$ cat src/esp_link_pkg.sv
package esp_link_pkg;

    ////////////////////////////////////////
    // Framing bytes
    ////////////////////////////////////////
    localparam logic [7:0] SOF_BYTE = 8'h7E;
    localparam logic [7:0] ESC_BYTE = 8'h7D;

    // Applied to the byte that follows ESC_BYTE
    localparam logic [7:0] ESC_XOR  = 8'h20;

    ////////////////////////////////////////
    // Serial timing and FIFO sizing
    ////////////////////////////////////////
    localparam int CLKS_PER_BIT   = 16;
    localparam int TX_FIFO_DEPTH  = 16;
    localparam int RX_FIFO_DEPTH  = 16;

    // Fill level that raises request-to-send
    localparam int RX_ALMOST_FULL = 12;

    // Host word, sof set means start of frame and data is ignored
    typedef struct packed {
        logic       sof;
        logic [7:0] data;
    } host_word_t;

    // Escaper states
    typedef enum logic [1:0] {
        TX_IDLE,
        TX_LOAD,
        TX_ESCAPED
    } tx_state_e;

    // Deserializer states
    typedef enum logic [1:0] {
        RX_IDLE,
        RX_START,
        RX_DATA,
        RX_STOP
    } rx_state_e;

endpackage

$ cat src/esp_link_uart.sv
`timescale 1ns/10ps

module esp_link_uart (
    input  logic       clk,
    input  logic       reset,

    // Host transmit queue, bit 8 marks start of frame
    input  logic [8:0] txfifo_data,
    input  logic       txfifo_wr,
    output logic       txfifo_full,

    // Host receive queue
    output logic [8:0] rxfifo_data,
    input  logic       rxfifo_rd,
    output logic       rxfifo_empty,
    output logic       rxfifo_overflow,
    output logic       rx_framing_error,

    // Co-processor serial pins
    output logic       esp_tx,
    input  logic       esp_rx,
    output logic       esp_rts,
    input  logic       esp_cts
);
    import esp_link_pkg::*;

    host_word_t tx_head;
    logic       tx_empty;
    logic       tx_pop;
    logic       tx_busy;
    logic       tx_start;
    logic [7:0] tx_byte;

    host_word_t rx_head;
    host_word_t rx_word;
    logic       rx_word_wr;
    logic       rx_full;
    logic [7:0] rx_byte;
    logic       rx_valid;

    assign rxfifo_data = rx_head;

    ////////////////////////////////////////
    // Transmit path
    ////////////////////////////////////////
    link_fifo #(
        .DEPTH       (TX_FIFO_DEPTH),
        .ALMOST_FULL (TX_FIFO_DEPTH)
    ) tx_fifo (
        .clk         (clk),
        .reset       (reset),
        .wr_data     (txfifo_data),
        .wr_en       (txfifo_wr),
        .rd_data     (tx_head),
        .rd_en       (tx_pop),
        .empty       (tx_empty),
        .full        (txfifo_full),
        .almost_full ()
    );

    frame_escaper u_escaper (
        .clk        (clk),
        .reset      (reset),
        .cts        (esp_cts),
        .fifo_word  (tx_head),
        .fifo_empty (tx_empty),
        .fifo_rd    (tx_pop),
        .tx_busy    (tx_busy),
        .tx_data    (tx_byte),
        .tx_start   (tx_start)
    );

    uart_tx_serializer u_serializer (
        .clk      (clk),
        .reset    (reset),
        .tx_data  (tx_byte),
        .tx_start (tx_start),
        .tx_busy  (tx_busy),
        .txd      (esp_tx)
    );

    ////////////////////////////////////////
    // Receive path
    ////////////////////////////////////////
    uart_rx_deserializer u_deserializer (
        .clk           (clk),
        .reset         (reset),
        .rxd           (esp_rx),
        .rx_data       (rx_byte),
        .rx_valid      (rx_valid),
        .framing_error (rx_framing_error)
    );

    frame_unescaper u_unescaper (
        .clk       (clk),
        .reset     (reset),
        .rx_data   (rx_byte),
        .rx_valid  (rx_valid),
        .fifo_full (rx_full),
        .word      (rx_word),
        .word_wr   (rx_word_wr),
        .overflow  (rxfifo_overflow)
    );

    // Almost-full drives request-to-send directly
    link_fifo #(
        .DEPTH       (RX_FIFO_DEPTH),
        .ALMOST_FULL (RX_ALMOST_FULL)
    ) rx_fifo (
        .clk         (clk),
        .reset       (reset),
        .wr_data     (rx_word),
        .wr_en       (rx_word_wr),
        .rd_data     (rx_head),
        .rd_en       (rxfifo_rd),
        .empty       (rxfifo_empty),
        .full        (rx_full),
        .almost_full (esp_rts)
    );

endmodule

$ cat src/frame_escaper.sv
`timescale 1ns/10ps

module frame_escaper (
    input  logic                     clk,
    input  logic                     reset,
    input  logic                     cts,
    input  esp_link_pkg::host_word_t fifo_word,
    input  logic                     fifo_empty,
    output logic                     fifo_rd,
    input  logic                     tx_busy,
    output logic [7:0]               tx_data,
    output logic                     tx_start
);
    import esp_link_pkg::*;

    tx_state_e  state;
    host_word_t held_word;
    logic [1:0] cts_sync;
    logic       needs_escape;
    logic       second_ready;

    // Clear-to-send is active low, paused until sampled after reset
    always_ff @(posedge clk or posedge reset) begin
        if (reset) begin
            cts_sync <= 2'b11;
        end else begin
            cts_sync <= {cts_sync[0], cts};
        end
    end

    // Only checked before a pop, an escape pair is never split
    assign fifo_rd = (state == TX_IDLE) && !tx_start && !cts_sync[1] &&
                     !fifo_empty && !tx_busy;

    assign needs_escape = !held_word.sof &&
                          (held_word.data == ESC_BYTE || held_word.data == SOF_BYTE);

    // Previous byte accepted and finished
    assign second_ready = (state == TX_ESCAPED) && !tx_start && !tx_busy;

    ////////////////////////////////////////
    // Escape FSM
    ////////////////////////////////////////
    always_ff @(posedge clk or posedge reset) begin
        if (reset) begin
            state    <= TX_IDLE;
            tx_start <= 1'b0;
        end else begin
            tx_start <= 1'b0;

            case (state)
                TX_IDLE: begin
                    if (fifo_rd) begin
                        state <= TX_LOAD;
                    end
                end

                TX_LOAD: begin
                    tx_start <= 1'b1;
                    state    <= needs_escape ? TX_ESCAPED : TX_IDLE;
                end

                TX_ESCAPED: begin
                    if (second_ready) begin
                        tx_start <= 1'b1;
                        state    <= TX_IDLE;
                    end
                end

                default: state <= TX_IDLE;
            endcase
        end
    end

    always_ff @(posedge clk) begin
        if (fifo_rd) begin
            held_word <= fifo_word;
        end
        if (state == TX_LOAD) begin
            if (held_word.sof) begin
                tx_data <= SOF_BYTE;
            end else begin
                tx_data <= needs_escape ? ESC_BYTE : held_word.data;
            end
        end else if (second_ready) begin
            tx_data <= held_word.data ^ ESC_XOR;
        end
    end

endmodule

$ cat src/frame_unescaper.sv
`timescale 1ns/10ps

module frame_unescaper (
    input  logic                     clk,
    input  logic                     reset,
    input  logic [7:0]               rx_data,
    input  logic                     rx_valid,
    input  logic                     fifo_full,
    output esp_link_pkg::host_word_t word,
    output logic                     word_wr,
    output logic                     overflow
);
    import esp_link_pkg::*;

    logic escape;
    logic is_sof;
    logic is_esc;
    logic makes_word;

    assign is_sof     = (rx_data == SOF_BYTE);
    assign is_esc     = (rx_data == ESC_BYTE);
    assign makes_word = rx_valid && !is_esc;

    always_ff @(posedge clk or posedge reset) begin
        if (reset) begin
            escape   <= 1'b0;
            word_wr  <= 1'b0;
            overflow <= 1'b0;
        end else begin
            // Word is dropped here when the FIFO is full
            word_wr  <= makes_word && !fifo_full;
            overflow <= makes_word && fifo_full;
            if (rx_valid) begin
                escape <= is_esc;
            end
        end
    end

    always_ff @(posedge clk) begin
        if (makes_word) begin
            if (is_sof) begin
                word <= '{sof: 1'b1, data: 8'h00};
            end else begin
                word <= '{sof: 1'b0, data: rx_data ^ (escape ? ESC_XOR : 8'h00)};
            end
        end
    end

endmodule

$ cat src/link_fifo.sv
`timescale 1ns/10ps

module link_fifo #(
    parameter int DEPTH       = esp_link_pkg::TX_FIFO_DEPTH,
    parameter int ALMOST_FULL = esp_link_pkg::RX_ALMOST_FULL
) (
    input  logic                    clk,
    input  logic                    reset,
    input  esp_link_pkg::host_word_t wr_data,
    input  logic                    wr_en,
    output esp_link_pkg::host_word_t rd_data,
    input  logic                    rd_en,
    output logic                    empty,
    output logic                    full,
    output logic                    almost_full
);
    import esp_link_pkg::*;

    localparam int AW = $clog2(DEPTH);
    localparam int CW = AW + 1;

    host_word_t    mem [DEPTH];
    logic [AW-1:0] wr_ptr;
    logic [AW-1:0] rd_ptr;
    logic [CW-1:0] count;
    logic [CW-1:0] count_next;
    logic          wr_ok;
    logic          rd_ok;

    // Requests that can actually be served
    assign wr_ok = wr_en && !full;
    assign rd_ok = rd_en && !empty;

    always_comb begin
        count_next = count;
        if (wr_ok && !rd_ok) begin
            count_next = count + CW'(1);
        end else if (rd_ok && !wr_ok) begin
            count_next = count - CW'(1);
        end
    end

    // Show-ahead, head word always on the output
    assign rd_data = mem[rd_ptr];

    always_ff @(posedge clk) begin
        if (wr_ok) begin
            mem[wr_ptr] <= wr_data;
        end
    end

    // Pointers wrap on their own for power-of-two depths
    always_ff @(posedge clk or posedge reset) begin
        if (reset) begin
            wr_ptr      <= '0;
            rd_ptr      <= '0;
            count       <= '0;
            empty       <= 1'b1;
            full        <= 1'b0;
            almost_full <= 1'b0;
        end else begin
            if (wr_ok) begin
                wr_ptr <= wr_ptr + AW'(1);
            end
            if (rd_ok) begin
                rd_ptr <= rd_ptr + AW'(1);
            end
            count       <= count_next;
            empty       <= (count_next == '0);
            full        <= (count_next == CW'(DEPTH));
            almost_full <= (count_next >= CW'(ALMOST_FULL));
        end
    end

endmodule

$ cat src/uart_rx_deserializer.sv
`timescale 1ns/10ps

module uart_rx_deserializer (
    input  logic       clk,
    input  logic       reset,
    input  logic       rxd,
    output logic [7:0] rx_data,
    output logic       rx_valid,
    output logic       framing_error
);
    import esp_link_pkg::*;

    localparam int CNT_W = $clog2(CLKS_PER_BIT);
    localparam logic [CNT_W-1:0] BIT_END  = CNT_W'(CLKS_PER_BIT - 1);
    localparam logic [CNT_W-1:0] HALF_END = CNT_W'(CLKS_PER_BIT / 2 - 1);

    rx_state_e        state;
    logic [1:0]       rxd_sync;
    logic             rxd_s;
    logic [CNT_W-1:0] clk_cnt;
    logic [2:0]       bit_cnt;
    logic             sample_data;

    assign rxd_s       = rxd_sync[1];
    assign sample_data = (state == RX_DATA) && (clk_cnt == BIT_END);

    ////////////////////////////////////////
    // Line synchronizer
    ////////////////////////////////////////
    always_ff @(posedge clk or posedge reset) begin
        if (reset) begin
            rxd_sync <= 2'b11;
        end else begin
            rxd_sync <= {rxd_sync[0], rxd};
        end
    end

    ////////////////////////////////////////
    // Bit timing FSM
    ////////////////////////////////////////
    always_ff @(posedge clk or posedge reset) begin
        if (reset) begin
            state         <= RX_IDLE;
            clk_cnt       <= '0;
            bit_cnt       <= '0;
            rx_valid      <= 1'b0;
            framing_error <= 1'b0;
        end else begin
            rx_valid      <= 1'b0;
            framing_error <= 1'b0;
            clk_cnt       <= clk_cnt + CNT_W'(1);

            case (state)
                RX_IDLE: begin
                    clk_cnt <= '0;
                    if (!rxd_s) begin
                        state <= RX_START;
                    end
                end

                RX_START: begin
                    // Confirm start bit at its middle, else a glitch
                    if (clk_cnt == HALF_END) begin
                        clk_cnt <= '0;
                        bit_cnt <= '0;
                        state   <= rxd_s ? RX_IDLE : RX_DATA;
                    end
                end

                RX_DATA: begin
                    if (clk_cnt == BIT_END) begin
                        clk_cnt <= '0;
                        bit_cnt <= bit_cnt + 3'd1;
                        if (bit_cnt == 3'd7) begin
                            state <= RX_STOP;
                        end
                    end
                end

                RX_STOP: begin
                    if (clk_cnt == BIT_END) begin
                        rx_valid      <= rxd_s;
                        framing_error <= !rxd_s;
                        state         <= RX_IDLE;
                    end
                end

                default: state <= RX_IDLE;
            endcase
        end
    end

    // LSB arrives first
    always_ff @(posedge clk) begin
        if (sample_data) begin
            rx_data <= {rxd_s, rx_data[7:1]};
        end
    end

endmodule

$ cat src/uart_tx_serializer.sv
`timescale 1ns/10ps

module uart_tx_serializer (
    input  logic       clk,
    input  logic       reset,
    input  logic [7:0] tx_data,
    input  logic       tx_start,
    output logic       tx_busy,
    output logic       txd
);
    import esp_link_pkg::*;

    localparam int CNT_W = $clog2(CLKS_PER_BIT);
    localparam logic [CNT_W-1:0] BIT_END = CNT_W'(CLKS_PER_BIT - 1);

    logic [CNT_W-1:0] clk_cnt;
    logic [3:0]       bit_cnt;
    logic [9:0]       shift_reg;

    // Bit 0 of the shift register is the line, all ones when idle
    assign txd = shift_reg[0];

    always_ff @(posedge clk or posedge reset) begin
        if (reset) begin
            tx_busy   <= 1'b0;
            clk_cnt   <= '0;
            bit_cnt   <= '0;
            shift_reg <= '1;
        end else if (!tx_busy) begin
            if (tx_start) begin
                // Stop bit, data LSB first, start bit
                shift_reg <= {1'b1, tx_data, 1'b0};
                tx_busy   <= 1'b1;
                clk_cnt   <= '0;
                bit_cnt   <= '0;
            end
        end else if (clk_cnt == BIT_END) begin
            clk_cnt <= '0;
            if (bit_cnt == 4'd9) begin
                // End of stop bit
                tx_busy <= 1'b0;
            end else begin
                bit_cnt   <= bit_cnt + 4'd1;
                shift_reg <= {1'b1, shift_reg[9:1]};
            end
        end else begin
            clk_cnt <= clk_cnt + CNT_W'(1);
        end
    end

endmodule
$ cat config.mk
export PLATFORM = sky130hd
export DESIGN_NAME = esp_link_uart
export DESIGN_NICKNAME = d
export VERILOG_FILES = /design/src/esp_link_pkg.sv /design/src/esp_link_uart.sv /design/src/frame_escaper.sv /design/src/frame_unescaper.sv /design/src/link_fifo.sv /design/src/uart_rx_deserializer.sv /design/src/uart_tx_serializer.sv
export SDC_FILE = /design/constraint.sdc
export NUM_CORES = 1
export LEC_CHECK = 0
export ABC_AREA = 1
export BUFFER_PORTS_ARGS = -buffer_cell sky130_fd_sc_hd__buf_2
export CORE_MARGIN = 10
export CORE_UTILIZATION = 45
export CTS_CLUSTER_SIZE = 16
export DETAILED_ROUTE_END_ITERATION = 6
export PLACE_DENSITY = 0.63
export SYNTH_ARGS = -nofsm -noshare
export SYNTH_HDL_FRONTEND = slang
export SYNTH_SLANG_ARGS = --single-unit
$ cat constraint.sdc
create_clock -name clk -period 2.6 [get_ports clk]
set_clock_uncertainty 0.2 [all_clocks]
set_input_delay 0.13 -clock clk [delete_from_list [all_inputs] [get_ports clk]]
set_output_delay 0.13 -clock clk [all_outputs]
set_load 0.02 [all_outputs]
# After elaboration in Yosys (flattened, before gate mapping)
# Memories as Yosys holds them, arrays and structs flattened. A register that Yosys moved wholly into a read port is not among the register bits.
# Index checks and enable logic that the tools add are counted.
[op_classes] n_mux=51 n_reduce_logical=45 n_addsub=12 n_bitwise=2 magnitude_cmp=1 n_eq_ne=25
[op_table] op="10-bit two-way mux" n=4
[op_table] op="8-bit by 7-bit == test with 1-bit output, second input constant" n=4
[op_table] op="4-bit two-way mux" n=8
[op_table] op="8-bit two-way mux" n=4
[op_table] op="4-bit by 1-bit adder with 4-bit output, second input constant" n=7
[op_table] op="5-bit two-way mux" n=4
[op_table] op="1-bit logical AND" n=19
[op_table] op="2-bit two-way mux" n=9
[op_table] op="1-bit logical NOT" n=14
[op_table] op="1-bit two-way mux" n=13
[op_table] op="4-bit == test, second input constant" n=3
[op_table] op="2-bit inequality test, second input constant" n=6
[op_table] op="4-bit one-hot mux with 3 select lines" n=1
[op_table] op="5-bit by 1-bit adder with 5-bit output, second input constant" n=2
[op_table] op="5-bit == test, second input constant" n=2
[op_table] op="5-bit logical NOT" n=2
[op_table] op="5-bit by 1-bit subtractor with 5-bit output, second input constant" n=2
[op_table] op="9-bit two-way mux" n=1
[op_table] op="2-bit one-hot mux with 4 select lines" n=1
[op_table] op="8-bit XOR" n=1
[op_table] op="2-bit == test, second input constant" n=3
[op_table] op="3-bit two-way mux" n=2
[op_table] op="6-bit two-way mux" n=1
[op_table] op="2-bit by 1-bit inequality test with 1-bit output, second input constant" n=3
[op_table] op="other kinds (15)" n=20
[totals] wordCells=169 ram_bits=288 ff_bits=96 n_memories=2 inputBits=15 output_inout_bits=15
[mem_list] name="rx_fifo.mem" words=16 width=9 read_ports=1 rd_ports_with_merged_regs=0 wr=1 line="link_fifo.sv:22" text="host_word_t mem [DEPTH];"
[mem_list] name="tx_fifo.mem" words=16 width=9 read_ports=1 rd_ports_with_merged_regs=1 wr=1 line="link_fifo.sv:22"

# Depth between registers and ports, before layout
[logic_depth] depth_word=10 depth_mapped=12 ltp_nobuf=12

# Cells and area by module
# A second synthesis with hierarchy kept.
[hier_totals] hier_cells=1447 hier_area_um2=16492.1
[modules_own_cells] module="link_fifo at rx_fifo" area_each_um2=6633.9 cells_per_inst=564 instances=1
[modules_own_cells] module="link_fifo at tx_fifo" area_each_um2=6608.8 cells_per_inst=552 instances=1
[modules_own_cells] module="uart_tx_serializer" area_each_um2=972.2 cells_per_inst=127 instances=1
[modules_own_cells] module="frame_escaper" area_each_um2=920.9 cells_per_inst=77 instances=1
[modules_own_cells] module="uart_rx_deserializer" area_each_um2=858.3 cells_per_inst=79 instances=1
[modules_own_cells] module="frame_unescaper" area_each_um2=498.0 cells_per_inst=48 instances=1

# Least setup slack after synthesis
# No wires, ideal clock.
[synth_path] path_type="register -> register" from="register tx_fifo.full" to="memory tx_fifo.mem[11][0] (netlist name) (enable)" t_required_ps=2026 setup_slack_ps=548 path_stages_with_launch=7 n_path_buf=1 period_less_slack_ps=2052 arrival_time_ps=1478 setup_ps=374 path_cell_list="dfrtp_1 > inv_1 > nand2_2 > inv_2 > buf_2 > nand2_1 > nor2_1"
[synth_between] elab_chain_len=4
[synth_rtl] element="from (decl)" line="link_fifo.sv:14" text="output logic full,"
[synth_rtl] element="from (signal assigned)" line="link_fifo.sv:70" text="full <= (count_next == CW'(DEPTH));"
[synth_rtl] element="1-bit logical NOT" line="link_fifo.sv:31" text="assign wr_ok = wr_en && !full;"
[synth_rtl] element="1-bit logical AND" line="link_fifo.sv:31"
[synth_rtl] element="1-bit two-way mux" line="link_fifo.sv:47" text="if (wr_ok) begin"
[synth_rtl] element="1-bit two-way mux (implied by the code)" line="link_fifo.sv:48" text="mem[wr_ptr] <= wr_data;"
[synth_rtl] element="to (decl)" line="link_fifo.sv:22"
# No other way between the ends.

# Final worst setup path
[layout_path] from="register rx_fifo.rd_ptr[0]" to="output port rxfifo_data[7]"
[layout_between] elab_chain_len=1
[layout_rtl] element="from (decl)" line="link_fifo.sv:24" text="logic [AW-1:0] rd_ptr;"
[layout_rtl] element="from (signal assigned)" line="link_fifo.sv:66" text="rd_ptr <= rd_ptr + AW'(1);"
[layout_rtl] element="memory 16 x 9 bit"
[layout_rtl] element="to (decl)" line="esp_link_uart.sv:13" text="output logic [8:0] rxfifo_data,"
# No other way between the ends.

==> results by group <==
Setup path
  – RR Endpoint: u_deserializer.rx_data[0]$_DFFE_PP_
  – Worst EP required: about 2.3 ns
  – CP Capture Type: output pin
  – Crit Path Class: flip-flop to output pin
  – Arrival time worst endpoint: about 2.2 ns
  – Worst R2R Start: u_deserializer.state[0]$_DFFE_PP0P_
  – R2R setup slack: between 0.5 and 0.6 ns
  – Worst Setup SP: rx_fifo.rd_ptr[0]$_DFFE_PP0P_
  – R2R depth: 4
  – Crit Path Max Fanout: 37
  – Startpoint types: flip-flop

Clocking
  – Worst-Skew Late Latency: 0.55 ns
  – Clock transition at the registers of the reported paths: approximately 0.060 ns
  – H-Tree Depth: 2
  – Root Driver: clkbuf_16
  – TritonCTS clock tree: built
  – Clk buf depth: 3
  – TritonCTS Buffers: 42
  – CTS sink cnt: 392

Outcome
  – Outcome: finished clean

Global route
  – First-pass GRT wire length: ~54000 um
  – Largest net degree at the start of global routing: 76
  – GRT busiest layer: met2
  – Grt total ovfl: 0
  – Gr usage total: 0.152
  – Met3 Use GR: 0.0266
  – Vias in the first global route: roughly 10k
  – M1 GR Usage: 0.212
  – Met2 global-route usage: 0.237
  – Antenna violations before repair: 0

Layout
  – Number of fill cells in the layout: ~3.0k
  – N_diodes: 0
  – Largest regs: rx_fifo.mem: 144 flops, tx_fifo.mem: 144 flops
  – Multi-input logic area: approximately 4100 um^2
  – Layout cells sized above 1: 0.137
  – # nets final: approximately 1.4k
  – Register Area: ~11000 um^2
  – Fin cells: 1892
  – Area growth syn-to-layout: 15.9%

Detailed routing
  – DR DRC count: 0
  – Drt total wl: 34000 um
  – Avg Vias per Cell: approximately 5.3
  – Final ANT Viol Nets: 0
  – Initial DRC Count: between 700 and 800
  – WL/cell: about 18 um
  – Via count: just over 10k
  – TritonRoute pass-1 iters: 5

Hold path
  – Hold Crit Depth: 2
  – Hold path start: esp_rx
  – Worst Hold Class: input port to flip-flop
  – Hold path endpoint: u_deserializer.rxd_sync[0]$_DFF_PP1_

Placed design
  – HPWL after DPL: 20900 um
  – Post-place setup slack: approximately 0.51 ns
  – Placed Cells incl. Taps: ~1.8k
  – Gp weighted congestion: 0.792
  – Port bufs: 29

Power and ir drop
  – Clock Power Share: 0.351
  – Power Density: just over 900 nW/um^2
  – Reg power frac: 0.439
  – Switching Share: 0.296
  – Max rail drop VDD: 0.565 mV
  – Pint: around 12000 uW
  – Sw power: 5010 uW
  – Pleak: 0.00682 uW
  – Gate power share: 0.209

STA
  – Final worst slack: between 0.1 and 0.15 ns
  – TNS Setup: 0 ns
  – Final slew viol count: 0
  – Final setup vio count: 0
  – Period utilization: 0.955
  – Tightest Pin Transition: roughly 0.71 ns
  – Max_slew headroom: 0.525
  – RSZ-0062 raised after global routing: no
  – Max Clk Rate: roughly 400 MHz
  – Final Hold Viols: 0
  – Fin crit period: between 2 and 2.5 ns

Synthesis
  – Ys Warns: 0
  – Number of synthesized register bits: 392
  – Synth area leader: edfxtp_1
  – Cells after Synth: between 1k and 1.5k
  – Syn nets: around 1.4k
  – Synthesized area per cell: approximately 12 um^2
  – Top cell type's share of synthesized area: 0.599
  – Seq/Total Area, Yosys: 0.709
  – Top cells by area, synth: edfxtp_1 60%, dfrtp_1 8.5%, nor2_1 5.6%, o21ai_0 4.8%, nand2_1 2.7%
  – Mapped cell area: between 15000 and 20000 um^2
  – Synth cell types: 41

Flow run
  – Max Cap Viol: 0

Floorplanning
  – Initial Utilization: 0.455
  – Die X: between 200 and 250 um
  – DIE AREA: between 40000 and 50000 um^2
  – Core Rows: 69
  – # IOs: 30
  – Core area: roughly 35000 um^2
  – Die Span Y: approximately 210 um
[synthesized netlist by cell type (all sizes together)]
cell / number
a211oi: 1
a21boi: 2
a21oi: 7
a22o: 1
a31oi: 1
buf: 17
clkbuf: 44
clkinv: 2
dfrtp: 55
dfstp: 15
edfxtp: 322
ha: 29
inv: 82
mux2i: 1
nand2: 127
nand3: 37
nand4: 9
nor2: 246
nor3: 8
nor3b: 1
nor4: 1
o211ai: 57
o21ai: 183
o21bai: 4
o221ai: 23
o22ai: 15
o31ai: 1
or2: 1
xnor2: 2
xor2: 19
[worst max-delay path by stage]
stage	end	slack [ns]	cells past startpoint
floorplan	asynchronous set/reset pin	0.53	1
global placement	u_escaper.held_word[3]$_DFFE_PN_	0.56	8
detailed placement	u_deserializer.rx_data[0]$_DFFE_PP_	0.51	4
CTS	rxfifo_data[2]	0.1	7
global route	rxfifo_data[1]	0.005	7
finish	rxfifo_data[7]	0.12	7
[layer usage]
| layer | vias up | share of wire |
|---|---|---|
| met4 | 0 | 0.022 |
| met2 | 217 | 0.46 |
| met1 | 4978 | 0.47 |
| li1 | 4860 | - |
| met3 | 54 | 0.047 |
| met5 | - | 0 |
[through the flow]
step / hold slack [ns] / total power [uW] / cell area (um^2) / util
CTS: 0.00328 / 17000 / 18700 / 0.526
detailed placement: 0.0311 / 11000 / 17100 / 0.482
global placement: 0.0359 / 10900 / 17100 / 0.482
finish: 0.0279 / 16900 / 18700 / 0.527
floorplan: -0.0655 / 9800 / 16100 / -
global route: 0.0222 / 17800 / 18700 / 0.527
[critical path, cell delays in order (launching register included)]
cell       delay [ns]
dfrtp_2          0.47
buf_4            0.18
clkbuf_16        0.21
o21ai_0          0.18
o22ai_1          0.10
o211ai_1         0.20
nand2_1          0.10
buf_2            0.17
[power groups by stage]
| stage | Clock (uW) | Combinational [uW] | Sequential, uW |
|---|---|---|---|
| 6_report | 5950 | 3550 | 7450 |
| 5_1_grt | 6330 | 3960 | 7490 |
| 4_1_cts | 6090 | 3480 | 7440 |
| 3_5_place_dp | 0 | 3440 | 7560 |
| 3_3_place_gp | 0 | 3370 | 7550 |
| 2_1_floorplan | 0 | 2320 | 7480 |
[area by class of cell]
cell class | count | area share
Timing Repair Buffer | 101 | 0.0443
Clock inverter | 24 | 0.0134
Tap cell | 461 | 0.0309
Multi-Input combinational cell | 776 | 0.220
Inverter | 84 | 0.0176
Sequential cell | 392 | 0.612
Clock buffer | 54 | 0.0614
[cells by family after synthesis]
group,share of synthesized area
buffers and inverters,0.0353
and+or+nand+nor,0.112
AOI/OAI and AO/OA,0.109
xor gates and xnor gates,0.0114
DFF,0.709
adders and majority gates,0.0225
muxes,0.000621
[what timing repair did]
item,4_1_cts,5_1_grt
gates cloned,0,1
buffers inserted,0,1
hold buffers,15,0
hold endpoints to repair,219,0
endpoints found under the setup margin,1,1
gates resized for setup,1,4
[cell usage in the layout (no fill, tap or decap), drive strengths merged, types with 23 or more instances in the layout]
cell type,Yosys,routed
edfxtp,322,322
nor2,246,246
o21ai,183,183
nand2,127,127
buf,17,85
inv,82,80
o211ai,57,57
dfrtp,55,55
clkbuf,44,55
nand3,37,37
ha,29,29
o221ai,23,23
(Power assumes the default switching activity.)
